--- src/common/ll_pkg.sv ---
/*
  Shared widths and PHY lane layout for the four-channel logic link slave.
  Modules refer to these constants by scoped name.
*/

package ll_pkg;

  ////////////////////
  // User channels
  ////////////////////

  // Number of user channels per direction
  localparam int NUM_CH        = 4;
  // Bits per user channel word
  localparam int CH_WIDTH      = 74;
  // All channels packed back to back
  localparam int PAYLOAD_WIDTH = NUM_CH * CH_WIDTH;

  ////////////////////
  // PHY lanes
  ////////////////////

  // Lane k occupies PHY bits k*80 upward
  //   73..0  channel data
  //   77..74 spare, always zero
  //   78     strobe
  //   79     marker
  localparam int LANE_WIDTH   = 80;
  localparam int PHY_WIDTH    = NUM_CH * LANE_WIDTH;

  // One marker userbit per lane
  localparam int MARKER_WIDTH = NUM_CH;

  // Overhead bit positions inside a lane
  localparam int MRK_BIT      = 79;
  localparam int STB_BIT      = 78;

  ////////////////////
  // Debug status word
  ////////////////////

  // Delayed online flags, all other bits zero
  localparam int STATUS_TX_ONLINE_BIT = 19;
  localparam int STATUS_RX_ONLINE_BIT = 18;

endpackage

--- src/common/ll_sync_if.sv ---
/*
  Link bring-up state shared between the auto-sync block and the framer.
  The auto-sync side drives it, the framer only reads it.
*/

`timescale 1ns/1ps

interface ll_sync_if;

  // Transmit side online, after delay_z
  logic                            tx_online_delay;
  // Receive side online, after delay_x
  logic                            rx_online_delay;

  // Per-lane markers, already gated by online state
  logic [ll_pkg::MARKER_WIDTH-1:0] auto_mrk_userbit;
  // Strobe, high once the start delay is over
  logic                            auto_stb_userbit;

  ////////////////////
  // Views
  ////////////////////

  // Auto-sync side
  modport sync_src (
    output tx_online_delay,
    output rx_online_delay,
    output auto_mrk_userbit,
    output auto_stb_userbit
  );

  // Framer side
  modport sync_dst (
    input  tx_online_delay,
    input  rx_online_delay,
    input  auto_mrk_userbit,
    input  auto_stb_userbit
  );

endinterface

--- src/source/ll_phy_framer.sv ---
/*
  PHY word framing. Transmit side registers the payload into four 80-bit
  lanes and adds marker and strobe. Receive side registers the lane data
  bits back into the payload and drops the overhead bits.
*/

`timescale 1ns/1ps

module ll_phy_framer (
  input  logic                             clk_wr,
  input  logic                             rst_n,

  // Payload side
  input  logic [ll_pkg::PAYLOAD_WIDTH-1:0] tx_payload,
  output logic [ll_pkg::PAYLOAD_WIDTH-1:0] rx_payload,

  // PHY side
  output logic [ll_pkg::PHY_WIDTH-1:0]     tx_phy0,
  input  logic [ll_pkg::PHY_WIDTH-1:0]     rx_phy0,

  input  logic                             m_gen2_mode,

  ll_sync_if.sync_dst                      sync
);

  logic [ll_pkg::PHY_WIDTH-1:0]     tx_frame;
  logic [ll_pkg::PHY_WIDTH-1:0]     tx_phy_q;
  logic [ll_pkg::PAYLOAD_WIDTH-1:0] rx_strip;
  logic [ll_pkg::PAYLOAD_WIDTH-1:0] rx_payload_q;
  logic [ll_pkg::MARKER_WIDTH-1:0]  mrk_mask;

  // Gen1 carries markers in lanes 0 and 2 only
  assign mrk_mask = m_gen2_mode ? '1 : ll_pkg::MARKER_WIDTH'('b0101);

  ////////////////////
  // Transmit framing
  ////////////////////

  always_comb begin
    // Spare bits stay zero
    tx_frame = '0;
    for (int k = 0; k < ll_pkg::NUM_CH; k++) begin
      tx_frame[k*ll_pkg::LANE_WIDTH +: ll_pkg::CH_WIDTH] =
        tx_payload[k*ll_pkg::CH_WIDTH +: ll_pkg::CH_WIDTH];
      // Same strobe in every lane
      tx_frame[k*ll_pkg::LANE_WIDTH + ll_pkg::STB_BIT] = sync.auto_stb_userbit;
      tx_frame[k*ll_pkg::LANE_WIDTH + ll_pkg::MRK_BIT] =
        sync.auto_mrk_userbit[k] & mrk_mask[k];
    end
  end

  // One cycle of latency, all zero while offline
  always_ff @(posedge clk_wr or negedge rst_n) begin
    if (!rst_n) begin
      tx_phy_q <= '0;
    end else if (sync.tx_online_delay) begin
      tx_phy_q <= tx_frame;
    end else begin
      tx_phy_q <= '0;
    end
  end

  assign tx_phy0 = tx_phy_q;

  ////////////////////
  // Receive strip
  ////////////////////

  // Keep bits 73..0 of each lane, marker strobe and spares are dropped
  always_comb begin
    for (int k = 0; k < ll_pkg::NUM_CH; k++) begin
      rx_strip[k*ll_pkg::CH_WIDTH +: ll_pkg::CH_WIDTH] =
        rx_phy0[k*ll_pkg::LANE_WIDTH +: ll_pkg::CH_WIDTH];
    end
  end

  // Holds zero until the receive side is up
  always_ff @(posedge clk_wr or negedge rst_n) begin
    if (!rst_n) begin
      rx_payload_q <= '0;
    end else if (sync.rx_online_delay) begin
      rx_payload_q <= rx_strip;
    end else begin
      rx_payload_q <= '0;
    end
  end

  assign rx_payload = rx_payload_q;

endmodule

--- src/flat_wrapper.sv ---
// flat-port wrapper written by rule: the top's interface ports become plain ports
module ll_phy_framer_flat 
  (clk_wr, rst_n, tx_payload, rx_payload, tx_phy0, rx_phy0, m_gen2_mode, sync_tx_online_delay, sync_rx_online_delay, sync_auto_mrk_userbit, sync_auto_stb_userbit);
  ll_sync_if sync_i ();
  input  logic clk_wr;
  input  logic rst_n;
  input  logic [ll_pkg::PAYLOAD_WIDTH-1:0] tx_payload;
  output logic [ll_pkg::PAYLOAD_WIDTH-1:0] rx_payload;
  output logic [ll_pkg::PHY_WIDTH-1:0] tx_phy0;
  input  logic [ll_pkg::PHY_WIDTH-1:0] rx_phy0;
  input  logic m_gen2_mode;
  input wire logic [$bits(sync_i.tx_online_delay)-1:0] sync_tx_online_delay;
  input wire logic [$bits(sync_i.rx_online_delay)-1:0] sync_rx_online_delay;
  input wire logic [$bits(sync_i.auto_mrk_userbit)-1:0] sync_auto_mrk_userbit;
  input wire logic [$bits(sync_i.auto_stb_userbit)-1:0] sync_auto_stb_userbit;
  assign sync_i.tx_online_delay = sync_tx_online_delay;
  assign sync_i.rx_online_delay = sync_rx_online_delay;
  assign sync_i.auto_mrk_userbit = sync_auto_mrk_userbit;
  assign sync_i.auto_stb_userbit = sync_auto_stb_userbit;
  ll_phy_framer u_core (.clk_wr(clk_wr), .rst_n(rst_n), .tx_payload(tx_payload), .rx_payload(rx_payload), .tx_phy0(tx_phy0), .rx_phy0(rx_phy0), .m_gen2_mode(m_gen2_mode), .sync(sync_i));
endmodule
--- config.mk ---
export PLATFORM = sky130hd
export DESIGN_NAME = ll_phy_framer_flat
export DESIGN_NICKNAME = d
export VERILOG_FILES = /design/src/common/ll_pkg.sv /design/src/common/ll_sync_if.sv /design/src/source/ll_phy_framer.sv /design/src/flat_wrapper.sv
export SDC_FILE = /design/constraint.sdc
export NUM_CORES = 1
export LEC_CHECK = 0
export BUFFER_PORTS_ARGS = -buffer_cell sky130_fd_sc_hd__buf_4
export CORE_AREA = 2 2 478 480
export CTS_CLUSTER_SIZE = 10
export DETAILED_ROUTE_END_ITERATION = 8
export DIE_AREA = 0 0 480 482
export GPL_ROUTABILITY_DRIVEN = 0
export GPL_TIMING_DRIVEN = 0
export PLACE_DENSITY = 0.3
export SYNTH_ARGS = -nofsm -noshare
export SYNTH_HDL_FRONTEND = slang
export SYNTH_SLANG_ARGS = --single-unit
--- constraint.sdc ---
create_clock -name clk_wr -period 1.05 [get_ports clk_wr]
set_clock_uncertainty 0.2 [all_clocks]
set_input_delay 0.1575 -clock clk_wr [delete_from_list [all_inputs] [get_ports clk_wr]]
set_output_delay 0.1575 -clock clk_wr [all_outputs]
set_load 0.1 [all_outputs]
Word level (Yosys, flattened, before mapping) --
Index checks and enable logic that the tools add are counted.
Word-level totals: register bits after elaboration 616, input port bits 626, output and inout port bits 616
Cells by class: muxes and demuxes 3, bitwise logic cells 4
Operator list (number):
- two-way mux 320 bit | 1
- two-way mux 296 bit | 1
- AND 1 bit | 4
- two-way mux 4 bit | 1

Longest topological paths before layout --
depth in word-level cells 3, mapped depth 3, gate-level depth less buffers 1

Worst setup path before layout --
OpenSTA, ideal clock, no wires.
path kind register to output, from register u_core.tx_phy0[318] (netlist name), to output tx_phy0[158] (netlist name), arrival 1357 ps, slack -665 ps, cell stages (with the launch flop) 2, path buffers 1, cell sequence dfrtp_1 -> buf_4
RTL lines:
- end: declaration | RTL line flat_wrapper.sv:9 | output logic [ll_pkg::PHY_WIDTH-1:0] tx_phy0;

Worst setup path in the final report --
from register u_core.tx_phy_q (netlist bit u_core.tx_phy0[318]), to output tx_phy0[318] (netlist name)
RTL lines:
- start: declaration | RTL line ll_phy_framer.sv:27 | logic [ll_pkg::PHY_WIDTH-1:0] tx_phy_q;
- start signal: assignment | RTL line ll_phy_framer.sv:57 | tx_phy_q <= tx_frame;
No word-level cell between the ends.

==> results_dict.tcl <==
set metrics [dict create \
    outcome "finished with violations" \
    violations "negative hold slack, negative setup slack" \
    cts.htree.levels 3 \
    cp_max_fo 4 \
    drive_gt1_share_pct 55.9 \
    synth_seq_cells 597 \
    setup_slack_ns -0.987 \
    finalMaxSlewViolations 0 \
    synth.distinct_cells 8 \
    dr.max_layer_used "met5" \
    fin_tns_setup_ns -431.08 \
    die-width_um 480 \
    end_kind "primary output" \
    setup_viol 1062 \
    finalInstanceArea_um2 51200 \
    start_util_pct 8.45 \
    pwr_density_cell_nw_per_um2 1520 \
    post_drt_via_cell_ratio 2.82 \
    die_height_um 482 \
    synth_area_um2 19100 \
    coreArea_um2 226000 \
    crit_type "flop to primary output" \
    cp.arrival_ns 1.68 \
    area_delta_synth_final_pct 167 \
    peakVddDrop_mv 1.35 \
    row_count 175 \
    final_net_count 4193 \
    num_io_pins 1242 \
    wl_met3_um 13500 \
    wl_um 138000 \
    avgSynthCellArea_um2 15.0 \
    cts-buffers-inserted 86 \
    wl_per_cell_um 20.6 \
    place_hpwl_um 109000 \
    first_iter_violations 458 \
    hold_path.class "input pin to asynchronous set/reset pin" \
    maxCapViolCount 0 \
    dp_slack_ns -1.46 \
    die_area_um2 231000 \
    tightest_slew_ns 0.721 \
    drc 0 \
    ctsLongestPathBuffers 3 \
    n_fill_cell 24300 \
    cts_sinks 597 \
    hold_ws_ns -0.843 \
    power.total_mw 77.6 \
    overflow 0 \
    dr_wl_met2_um 70200 \
    vias 18800 \
    startpoint_type "flop" \
    post_synth_inst_count 1279 \
    seq_area_frac_synth_pct 78.0 \
    met1Wirelength_um 49900 \
    antenna_found_initial 61 \
    leakage_nw 22.1 \
    fmax_mhz 491 \
    dpl_cell_area_um2 32900 \
    cts_root_buf "clkbuf_16" \
    yosys_warnings 0 \
    hold_viol 366 \
    grt_pass1_wl_um 182000 \
    fin_crit_ns 2.04 \
    clk_pin_slew_ns 0.06 \
    io_buffers 1199 \
    required_ns 0.69 \
    grt_pass1_vias 21200 \
    maxSlewHeadroom_pct 51.8 \
    cts_tree "yes" \
    ant_nets 0 \
    rsz0062_at_grt "true" \
    detail_route.first_pass.iterations 4 \
    period_share_pct 194 \
    grt_usage_pct 11.5 \
    grt_max_degree 66 \
]
repair_timing:
item / in CTS / in global routing
buffers inserted: 1 / 0
gates resized for setup: 1168 / 160
gates cloned: 6 / 0
endpoints found under the hold margin: 936 / 383
hold buffers: 972 / 2
endpoints found under the setup margin: 812 / 1195
cells in the final DEF, fill, tap and decap left out, types with 2 or more instances in the layout:
cell / n
buf_2: 9
buf_8: 303
buf_12: 212
inv_16: 2
clkinv_4: 3
clkinv_2: 3
clkbuf_1: 21
clkinvlp_4: 7
inv_6: 2
buf_4: 615
buf_16: 7
clkbuf_16: 87
and3_1: 2
clkbuf_2: 54
bufinv_16: 7
dlygate4sd3_1: 970
bufbuf_16: 5
and2_1: 594
diode_2: 27
dfrtp_2: 596
clkbuf_8: 25
buf_6: 91
conb_1: 16
logic make-up (layout without fill, tap and decap cells):
family                 after synthesis  after routing  share of synthesized area, %
AND/OR/NAND/NOR                    597            597                          19.5
flip-flops                         597            597                          78.0
other                                1             43                        0.0196
buffers and inverters               84           2426                          2.42
worst max-delay path, stage by stage (launching register included):
cell and delay [ns]:
dfrtp_4 0.48, buf_12 0.16, buf_8 0.14, buf_12 0.15
synth_stat cells (all sizes together):
cell,count,area [um2]
dfrtp,597,14900
and3,2,12.5
buf,28,188
and2,595,3720
clkbuf,56,277
conb,1,3.75
power by group:
group	internal, mW	switching, mW
sequential	24.4	0.919
clock	18.8	12.4
combinational	8.15	12.9
total	51.4	26.3
registers in the layout, summed over array words and instances (netlist names):
name	cells
u_core.rx_payload	296
u_core.tx_phy0	301
stage by stage:
step | utilization (%) | hold slack (ns) | instances
floorplan | - | -0.338 | 1294
finish | 22.6 | -0.843 | 6672
CTS | 22.3 | -0.922 | 6644
detailed placement | 14.5 | -0.0349 | 5508
global route | 22.6 | -0.881 | 6655
global placement | 14.5 | 0.172 | 5502
final timing paths:
kind | startpoint | endpoint | slack, ns | depth (start not counted)
min in group clk_wr | sync_tx_online_delay | u_core.tx_phy0[87] | -0.04 | 4
max | u_core.tx_phy0[318] | tx_phy0[318] | -0.99 | 3
min | rst_n | u_core.rx_payload[31] | -0.84 | 1
max in group asynchronous | rst_n | u_core.tx_phy0[225] | -0.01 | 4
layer usage:
metal | GRT usage (%) | up-vias
li1 | - | 8482
met3 | 4.92 | 201
met1 | 12.3 | 9156
met2 | 20.4 | 932
met4 | 3.65 | 46
met5 | 0 | -
cell type report:
class	count	area [um2]	share of cell area, %
timing repair buffer	2185	24300	47.6
sequential	597	15700	30.7
multi-input combinational	613	3800	7.42
tap	3009	3760	7.36
clock buffer	131	2590	5.07
buffer	84	493	0.964
clock inverter	26	408	0.797
antenna	27	67.6	0.132
Note: power is estimated with default switching activity, not from simulation.
