**config.mk**
```make
export PLATFORM = sky130hd
export DESIGN_NAME = ll_auto_sync_flat
export DESIGN_NICKNAME = d
export VERILOG_FILES = /design/src/common/ll_pkg.sv /design/src/common/ll_sync_if.sv /design/src/auto_sync/ll_auto_sync.sv /design/src/flat_wrapper.sv
export SDC_FILE = /design/constraint.sdc
export NUM_CORES = 1
export LEC_CHECK = 0
export BUFFER_PORTS_ARGS = -buffer_cell sky130_fd_sc_hd__buf_2
export CAP_MARGIN = 15
export CORE_MARGIN = 2
export CORE_UTILIZATION = 55
export DETAILED_ROUTE_END_ITERATION = 16
export HOLD_SLACK_MARGIN = 0.06
export PLACE_DENSITY = 0.82
export SYNTH_ARGS = -nofsm -noshare
export SYNTH_HDL_FRONTEND = slang
export SYNTH_SLANG_ARGS = --single-unit
```
**constraint.sdc**
```tcl
create_clock -name clk_wr -period 2.2 [get_ports clk_wr]
set_input_delay 0 -clock clk_wr [delete_from_list [all_inputs] [get_ports clk_wr]]
set_output_delay 0 -clock clk_wr [all_outputs]
set_load 0.02 [all_outputs]
```
**src/common/ll_pkg.sv**
```systemverilog
/*
  Shared widths and PHY lane layout for the four-channel logic link slave.
  Modules refer to these constants by scoped name.
*/

package ll_pkg;

  ////////////////////
  // User channels
  ////////////////////

  // Number of user channels per direction
  localparam int NUM_CH        = 4;
  // Bits per user channel word
  localparam int CH_WIDTH      = 74;
  // All channels packed back to back
  localparam int PAYLOAD_WIDTH = NUM_CH * CH_WIDTH;

  ////////////////////
  // PHY lanes
  ////////////////////

  // Lane k occupies PHY bits k*80 upward
  //   73..0  channel data
  //   77..74 spare, always zero
  //   78     strobe
  //   79     marker
  localparam int LANE_WIDTH   = 80;
  localparam int PHY_WIDTH    = NUM_CH * LANE_WIDTH;

  // One marker userbit per lane
  localparam int MARKER_WIDTH = NUM_CH;

  // Overhead bit positions inside a lane
  localparam int MRK_BIT      = 79;
  localparam int STB_BIT      = 78;

  ////////////////////
  // Debug status word
  ////////////////////

  // Delayed online flags, all other bits zero
  localparam int STATUS_TX_ONLINE_BIT = 19;
  localparam int STATUS_RX_ONLINE_BIT = 18;

endpackage

```
**src/common/ll_sync_if.sv**
```systemverilog
/*
  Link bring-up state shared between the auto-sync block and the framer.
  The auto-sync side drives it, the framer only reads it.
*/

`timescale 1ns/1ps

interface ll_sync_if;

  // Transmit side online, after delay_z
  logic                            tx_online_delay;
  // Receive side online, after delay_x
  logic                            rx_online_delay;

  // Per-lane markers, already gated by online state
  logic [ll_pkg::MARKER_WIDTH-1:0] auto_mrk_userbit;
  // Strobe, high once the start delay is over
  logic                            auto_stb_userbit;

  ////////////////////
  // Views
  ////////////////////

  // Auto-sync side
  modport sync_src (
    output tx_online_delay,
    output rx_online_delay,
    output auto_mrk_userbit,
    output auto_stb_userbit
  );

  // Framer side
  modport sync_dst (
    input  tx_online_delay,
    input  rx_online_delay,
    input  auto_mrk_userbit,
    input  auto_stb_userbit
  );

endinterface

```
**src/auto_sync/ll_auto_sync.sv**
```systemverilog
/*
  Link bring-up sequencing. Delays rx_online by delay_x, then tx_online by
  delay_z once the receive side is up, and starts the strobe delay_y cycles
  later. Drives the gated userbits and the debug status word.
*/

`timescale 1ns/1ps

module ll_auto_sync #(
  parameter int DELAY_WIDTH = 16
) (
  input  logic                            clk_wr,
  input  logic                            rst_n,

  // Raw online requests
  input  logic                            tx_online,
  input  logic                            rx_online,

  // User overhead bits
  input  logic [ll_pkg::MARKER_WIDTH-1:0] tx_mrk_userbit,
  input  logic                            tx_stb_userbit,

  // Delay settings, in clk_wr cycles
  input  logic [DELAY_WIDTH-1:0]          delay_x_value,
  input  logic [DELAY_WIDTH-1:0]          delay_y_value,
  input  logic [DELAY_WIDTH-1:0]          delay_z_value,

  ll_sync_if.sync_src                     sync,

  output logic [31:0]                     debug_status
);

  // Counter step shared by all three delays
  // Cleared while idle, counts up and holds at the limit
  function automatic logic [DELAY_WIDTH-1:0] cnt_step(
    input logic                   run,
    input logic [DELAY_WIDTH-1:0] cnt,
    input logic [DELAY_WIDTH-1:0] limit
  );
    if (!run) begin
      return '0;
    end else if (cnt < limit) begin
      return cnt + 1'b1;
    end else begin
      return cnt;
    end
  endfunction

  ////////////////////
  // State
  ////////////////////

  logic [DELAY_WIDTH-1:0] rx_cnt_q;
  logic [DELAY_WIDTH-1:0] rx_cnt_d;
  logic [DELAY_WIDTH-1:0] tx_cnt_q;
  logic [DELAY_WIDTH-1:0] tx_cnt_d;
  logic [DELAY_WIDTH-1:0] stb_cnt_q;
  logic [DELAY_WIDTH-1:0] stb_cnt_d;

  logic                   rx_flag_q;
  logic                   rx_flag_d;
  logic                   tx_flag_q;
  logic                   tx_flag_d;
  logic                   tx_run;

  logic [31:0]            status_q;
  logic [31:0]            status_d;

  // Transmit side waits for the delayed receive side
  assign tx_run = tx_online && rx_flag_q;

  always_comb begin
    rx_cnt_d  = cnt_step(rx_online, rx_cnt_q, delay_x_value);
    tx_cnt_d  = cnt_step(tx_run, tx_cnt_q, delay_z_value);
    // Strobe delay runs from the cycle tx_online_delay is seen high
    stb_cnt_d = cnt_step(tx_flag_q, stb_cnt_q, delay_y_value);

    // Flag set on the edge the count reaches the delay, drops with its input
    rx_flag_d = rx_online && (rx_cnt_q >= delay_x_value);
    tx_flag_d = tx_run && (tx_cnt_q >= delay_z_value);

    // Status word tracks the flags in the same cycle
    status_d = '0;
    status_d[ll_pkg::STATUS_TX_ONLINE_BIT] = tx_flag_d;
    status_d[ll_pkg::STATUS_RX_ONLINE_BIT] = rx_flag_d;
  end

  always_ff @(posedge clk_wr or negedge rst_n) begin
    if (!rst_n) begin
      rx_cnt_q  <= '0;
      tx_cnt_q  <= '0;
      stb_cnt_q <= '0;
      rx_flag_q <= 1'b0;
      tx_flag_q <= 1'b0;
      status_q  <= '0;
    end else begin
      rx_cnt_q  <= rx_cnt_d;
      tx_cnt_q  <= tx_cnt_d;
      stb_cnt_q <= stb_cnt_d;
      rx_flag_q <= rx_flag_d;
      tx_flag_q <= tx_flag_d;
      status_q  <= status_d;
    end
  end

  ////////////////////
  // Outputs
  ////////////////////

  assign sync.rx_online_delay  = rx_flag_q;
  assign sync.tx_online_delay  = tx_flag_q;

  // Markers follow the user bits for as long as the link is up
  assign sync.auto_mrk_userbit = tx_flag_q ? tx_mrk_userbit : '0;

  // Strobe stays on after the start delay, user bit acts as enable
  assign sync.auto_stb_userbit = tx_flag_q && (stb_cnt_q >= delay_y_value) &&
                                 tx_stb_userbit;

  assign debug_status = status_q;

endmodule

```
**src/flat_wrapper.sv**
```systemverilog
// flat-port wrapper written by rule: the top's interface ports become plain ports
module ll_auto_sync_flat 
#(
  parameter int DELAY_WIDTH = 16
)
  (clk_wr, rst_n, tx_online, rx_online, tx_mrk_userbit, tx_stb_userbit, delay_x_value, delay_y_value, delay_z_value, debug_status, sync_tx_online_delay, sync_rx_online_delay, sync_auto_mrk_userbit, sync_auto_stb_userbit);
  ll_sync_if sync_i ();
  input  logic clk_wr;
  input  logic rst_n;
  input  logic tx_online;
  input  logic rx_online;
  input  logic [ll_pkg::MARKER_WIDTH-1:0] tx_mrk_userbit;
  input  logic tx_stb_userbit;
  input  logic [DELAY_WIDTH-1:0] delay_x_value;
  input  logic [DELAY_WIDTH-1:0] delay_y_value;
  input  logic [DELAY_WIDTH-1:0] delay_z_value;
  output logic [31:0] debug_status;
  output wire logic [$bits(sync_i.tx_online_delay)-1:0] sync_tx_online_delay;
  output wire logic [$bits(sync_i.rx_online_delay)-1:0] sync_rx_online_delay;
  output wire logic [$bits(sync_i.auto_mrk_userbit)-1:0] sync_auto_mrk_userbit;
  output wire logic [$bits(sync_i.auto_stb_userbit)-1:0] sync_auto_stb_userbit;
  assign sync_tx_online_delay = sync_i.tx_online_delay;
  assign sync_rx_online_delay = sync_i.rx_online_delay;
  assign sync_auto_mrk_userbit = sync_i.auto_mrk_userbit;
  assign sync_auto_stb_userbit = sync_i.auto_stb_userbit;
  ll_auto_sync #(.DELAY_WIDTH(DELAY_WIDTH)) u_core (.clk_wr(clk_wr), .rst_n(rst_n), .tx_online(tx_online), .rx_online(rx_online), .tx_mrk_userbit(tx_mrk_userbit), .tx_stb_userbit(tx_stb_userbit), .delay_x_value(delay_x_value), .delay_y_value(delay_y_value), .delay_z_value(delay_z_value), .sync(sync_i), .debug_status(debug_status));
endmodule
```
# Word-level counts from Yosys, hierarchy flattened
# Cells that the tools add are included.
# op_classes
n_addsub	3
multipliers	0
div_mod_pow	0
magnitude_cmp	6
n_eq_ne	3
shifts	0
n_mux	7
n_bitwise	0
n_reduce_logical	5
# op_table
op	count
$mux 16	6
$add 16x1->16 const B	3
$ge 16x16->1	3
$lt 16x16->1	3
$logic_and 1x1->1	5
$mux 4	1
$ne 2x2->1 const B	2
$ne 2x1->1 const B	1
# word_totals
reg_bits	52
latchBits	0
ramBits	0
mem_bits_ro	0
inputBits	57
output_inout_bits	39
word_cells	30
mem_count	0

# Logic depth before layout (Yosys ltp)
# depth
word_depth	3
mapped_depth	8
depth_no_buf	7

# Least setup slack after synthesis
# Ideal clock, no wire load.
# synth_timing
path_type	reg2reg
start	reg u_core.rx_cnt_q[7]
end	reg u_core.rx_cnt_q[6]
setup_time_ns	0.123
t_arrival_ns	1.909
required_time_ns	2.077
setup_slack_ns	0.168
stages_incl_launch_ff	7
n_path_buf	0
period_less_slack_ns	2.032
path_cell_list	dfrtp_1 ha_1 a21oi_2 o21ai_1 a221o_1 or4_4 mux2i_1
# synth_via
elab_chain_cells	2
# synth_rtl
item	line	rtl
start, declared	ll_auto_sync.sv:53	logic [DELAY_WIDTH-1:0] rx_cnt_q;
start signal, assigned	ll_auto_sync.sv:97	rx_cnt_q <= rx_cnt_d;
$lt 16x16->1	ll_auto_sync.sv:42	end else if (cnt < limit) begin
$ne 2x1->1 (no source line)	-	
# No other way between the ends.
# A chain may end at the register's enable or synchronous reset.

# Worst setup path in the final report
# layout_timing
start	reg u_core.stb_cnt_q[13]
end	reg u_core.stb_cnt_q[5]
# layout_via
elab_chain_cells	2
# layout_rtl
item	line	rtl
start, declared	ll_auto_sync.sv:57	logic [DELAY_WIDTH-1:0] stb_cnt_q;
start signal, assigned	ll_auto_sync.sv:99	stb_cnt_q <= stb_cnt_d;
$lt 16x16->1	ll_auto_sync.sv:42	
$ne 2x2->1 (no source line)	-	
# No other way between the ends.

==> out/summary.md <==
Of the synthesized area, sequential elements account for 27.6%. In the post-route analysis, the smallest setup slack over all paths is 0.0513 ns. After synthesis, the cell types taking the most area are sky130_fd_sc_hd__dfrtp_1 (28%), sky130_fd_sc_hd__ha_1 (14%), sky130_fd_sc_hd__mux2i_1 (9.1%). Summed over all cells, the static leakage comes to 2.66 nW. At the later pin of the worst-skew pair, clock insertion delay measures 0.30 ns.

Max-cap violations in this run came to 0. The row count is 33, and the cell area power density is 345 nW/µm². The run finished with clean final reports. In this run the remaining antenna-violating nets after routing total 0.

The number of vias per cell was 5.57; the data required time at the worst endpoint was 2.43 ns. Based on the critical path, the design can be clocked at up to 465 MHz. The largest stage delay on the critical path is 0.50 ns.

The tools report the endpoint of the worst hold-timing path as u_core.rx_cnt_q[12]. The floorplan step defined a die boundary enclosing 8980 µm². The worst hold path was traced through 3 stages. Synthesized area per cell: 8.24 µm². TritonCTS built the clock tree. The total routing usage reported by global routing came out at 22.9%. Endpoint arrival time on the critical path: 2.38 ns.

The shortest clock period the worst path allows after layout works out to 2.15 ns. Wires add up to 10.2 mm. Pin placement for this block handled 96 I/O pins. The design draws 1.81 mW. For this design, the sink count on the clock tree is 50. The post-route fraction of the period consumed by the critical path was 97.7%; the depth of the CTS H-tree was 2. For the total negative slack, the log shows 0 ns.

The number of design-rule violations left by the first detailed-router iteration was 181; the fraction of final layout cells sized beyond drive strength 1 was 19.5%. The area share of the largest cell type after synthesis works out to 27.6%. The number of max-slew violations in the final report was 0. The number of detailed-route iterations in the first pass is 6, and the post-DP HPWL is 7.68 mm.

Setup repair after global routing could not meet its margin everywhere. Measured along the x axis, the die boundary spans 94.8 µm. The min-delay analysis places its worst path in the category in -> reg.

The quantity of I/O buffers inserted on ports is 65. The clock transition at the register clock pins on the worst setup and hold paths after CTS is 0.09 ns, and the summed instance area of the synthesized netlist is 4530 µm². The tools report the register share of total power as 51.2%. The register bit total from synthesis was 50; the number of enable flip-flop cells after synthesis was 0.

The number of global-route vias before repair was 3,947; the maximum clock insertion buffer count was 2. The number of clock buffers added by TritonCTS is 5. In the synthesized netlist, the number of instances is 550. In this run the power spent charging and discharging nets is 470 µW. Timing analysis after detailed placement gives a worst setup slack of 0.0637 ns. The number of hold violations in the final report is 0, and the setup clock skew after layout is 0.00839 ns. The number of antenna violations at the first check in global routing came out at 0. The worst hold path begins at rx_online.

The largest total area in the synthesized netlist belongs to sky130_fd_sc_hd__dfrtp_1. Dividing the detail-routed wire length by the instance count gives 13.9 µm. Setup violations remaining at the end of the flow were counted as 0. The cell that appears most often on the critical path is sky130_fd_sc_hd__buf_4.

The first global-routing pass estimated 16.9 mm of wire. The worst vdd rail ir drop was 324 µV; the setup slack of the most critical reg-to-reg path was 0.05 ns. The repair_antennas step left the layout with diodes totalling 0. The cell family contributing the most delay on the critical path is simple AND/OR/NAND/NOR gates. Measured against its own limit, the worst slew margin works out to 57.9%.

The pin count of the biggest net entering global routing is 30, and the number of distinct standard cells referenced by the synthesized netlist is 44. The tools report the kind of end point of the critical path as a flop. The number of cells on the worst reg-to-reg path is 8. Predominant post-synthesis flop cell: sky130_fd_sc_hd__dfrtp_1.

The total core area is 8090 µm², and the routed via count is 4,099. The standard cell with the maximum stage delay on the critical path was sky130_fd_sc_hd__or4_1. Leaving out fill and tap cells, the most frequent cells in the layout are sky130_fd_sc_hd__nand2_1 (77), sky130_fd_sc_hd__buf_2 (65), sky130_fd_sc_hd__inv_1 (59), sky130_fd_sc_hd__dfrtp_1 (50), sky130_fd_sc_hd__ha_1 (47). The share of synthesized registers carrying an async set or reset was 100%. The worst register-to-register path ends at u_core.stb_cnt_q[5]. The tree is rooted in a sky130_fd_sc_hd__clkbuf_8.

Switching power as a share of total power: 25.9%. The signal on the critical path passes through ha_1 -> nand4_1 -> buf_4 -> nor2_1 -> o2bb2ai_1 -> buf_4 -> or4_1 -> a21oi_1. Power share of the clock group: 35.7%. Global route total overflow: 0. The library cell used most frequently in the layout, excluding fill and tap cells, is sky130_fd_sc_hd__nand2_1. The critical path in this run is classified as reg -> reg.

From bottom edge to top edge, the die measures 94.8 µm. The internal power of the cells totals 1.34 mW. Number of buffer and inverter stages on the critical path: 2. The number of warnings reported in the yosys synthesis log was 0. The worst register-to-register path begins at u_core.stb_cnt_q[13]. The type of origin of the critical path is a flop. For the pin with the worst max-slew slack, the measured transition is 0.632 ns. The tools report the initial cell density of the core as 56.0%. The routability congestion estimate from global placement came out at 0.875. DRC violation count after routing: 0. The post-layout net count was 738; the layout overhead on the synthesized area was 16.0%. In this run the worst path has a maximum fanout of 11. The fraction of power consumed by combinational cells came out at 13.1%.
## synth_stat cells (all sizes together), types with 5 or more instances
cell     n
a21oi   27
and2     5
and3    10
buf     41
clkbuf  12
dfrtp   50
ha      51
inv     59
mux2i   41
nand2   77
nand2b  39
nand3   17
nand4   26
nor2     9
nor4    30
nor4b    5
o21ai    7
o31ai    7
## cell families after synthesis
group	count (synthesis)	synth area share (%)
compound gates	60	8.67
fa+ha+maj	51	14.1
simple gates	235	28.1
flops	50	27.6
mux	41	9.05
other cells	1	0.0827
buf+inv	112	12.4
## flip-flops by register name (all words and copies together) (netlist names)
register,cells
u_core.rx_cnt_q,16
u_core.debug_status,2
u_core.tx_cnt_q,16
u_core.stb_cnt_q,16
## power by group through the flow
| stage | Sequential [mW] | Clock [mW] | Combinational (mW) |
|---|---|---|---|
| 3_3_place_gp | 0.946 | 0 | 0.216 |
| 4_1_cts | 0.928 | 0.668 | 0.234 |
| 2_1_floorplan | 0.945 | 0 | 0.176 |
| 5_1_grt | 0.929 | 0.699 | 0.274 |
| 3_5_place_dp | 0.946 | 0 | 0.228 |
| 6_report | 0.928 | 0.647 | 0.239 |
## worst max path at each step
stage,from,end,cells after the start
2_1_floorplan,u_core.rx_cnt_q[7],u_core.rx_cnt_q[6],6
3_3_place_gp,u_core.rx_cnt_q[11],u_core.rx_cnt_q[7],8
3_5_place_dp,u_core.stb_cnt_q[14],u_core.stb_cnt_q[9],7
4_1_cts,u_core.stb_cnt_q[13],u_core.stb_cnt_q[5],8
5_1_grt,u_core.stb_cnt_q[12],u_core.stb_cnt_q[14],8
6_report,u_core.stb_cnt_q[13],u_core.stb_cnt_q[5],8
## routing by layer
layer | track usage, % | vias up | share of wire (%)
li1 | - | 2031 | -
met1 | 28.5 | 1913 | 42
met2 | 41.4 | 143 | 52
met3 | 3.19 | 12 | 4.8
met4 | 6.52 | 0 | 1.1
met5 | 0 | - | 0
## stage by stage
step,hold slack [ns],area [µm²],utilization (%),instances
2_1_floorplan,-0.296,4640,-,579
3_3_place_gp,0.0297,4960,61.3,720
3_5_place_dp,0.0342,4960,61.3,720
4_1_cts,0.170,5110,63.1,731
5_1_grt,0.192,5260,65.0,736
6_report,0.183,5260,65.0,736
## worst min-delay path, stage by stage
cell                      delay, ns
sky130_fd_sc_hd__buf_2         0.26
sky130_fd_sc_hd__nand2_1       0.13
sky130_fd_sc_hd__mux2i_1       0.06
## area by class of cell
type	count	area (µm²)
multi-input combinational	417	2950
fill	666	2840
sequential	50	1250
timing repair buffer	97	599
inverter	59	221
tap	105	131
clock buffer	5	68.8
clock inverter	3	40.0
## what timing repair did
item	4_1_cts	5_1_grt
pin swaps	2	7
hold buffers	2	0
hold endpoints to repair	25	0
endpoints found under the setup margin	1	35
buffers inserted	1	5
resized for setup	2	16
Power figures use the tool's default switching activity.
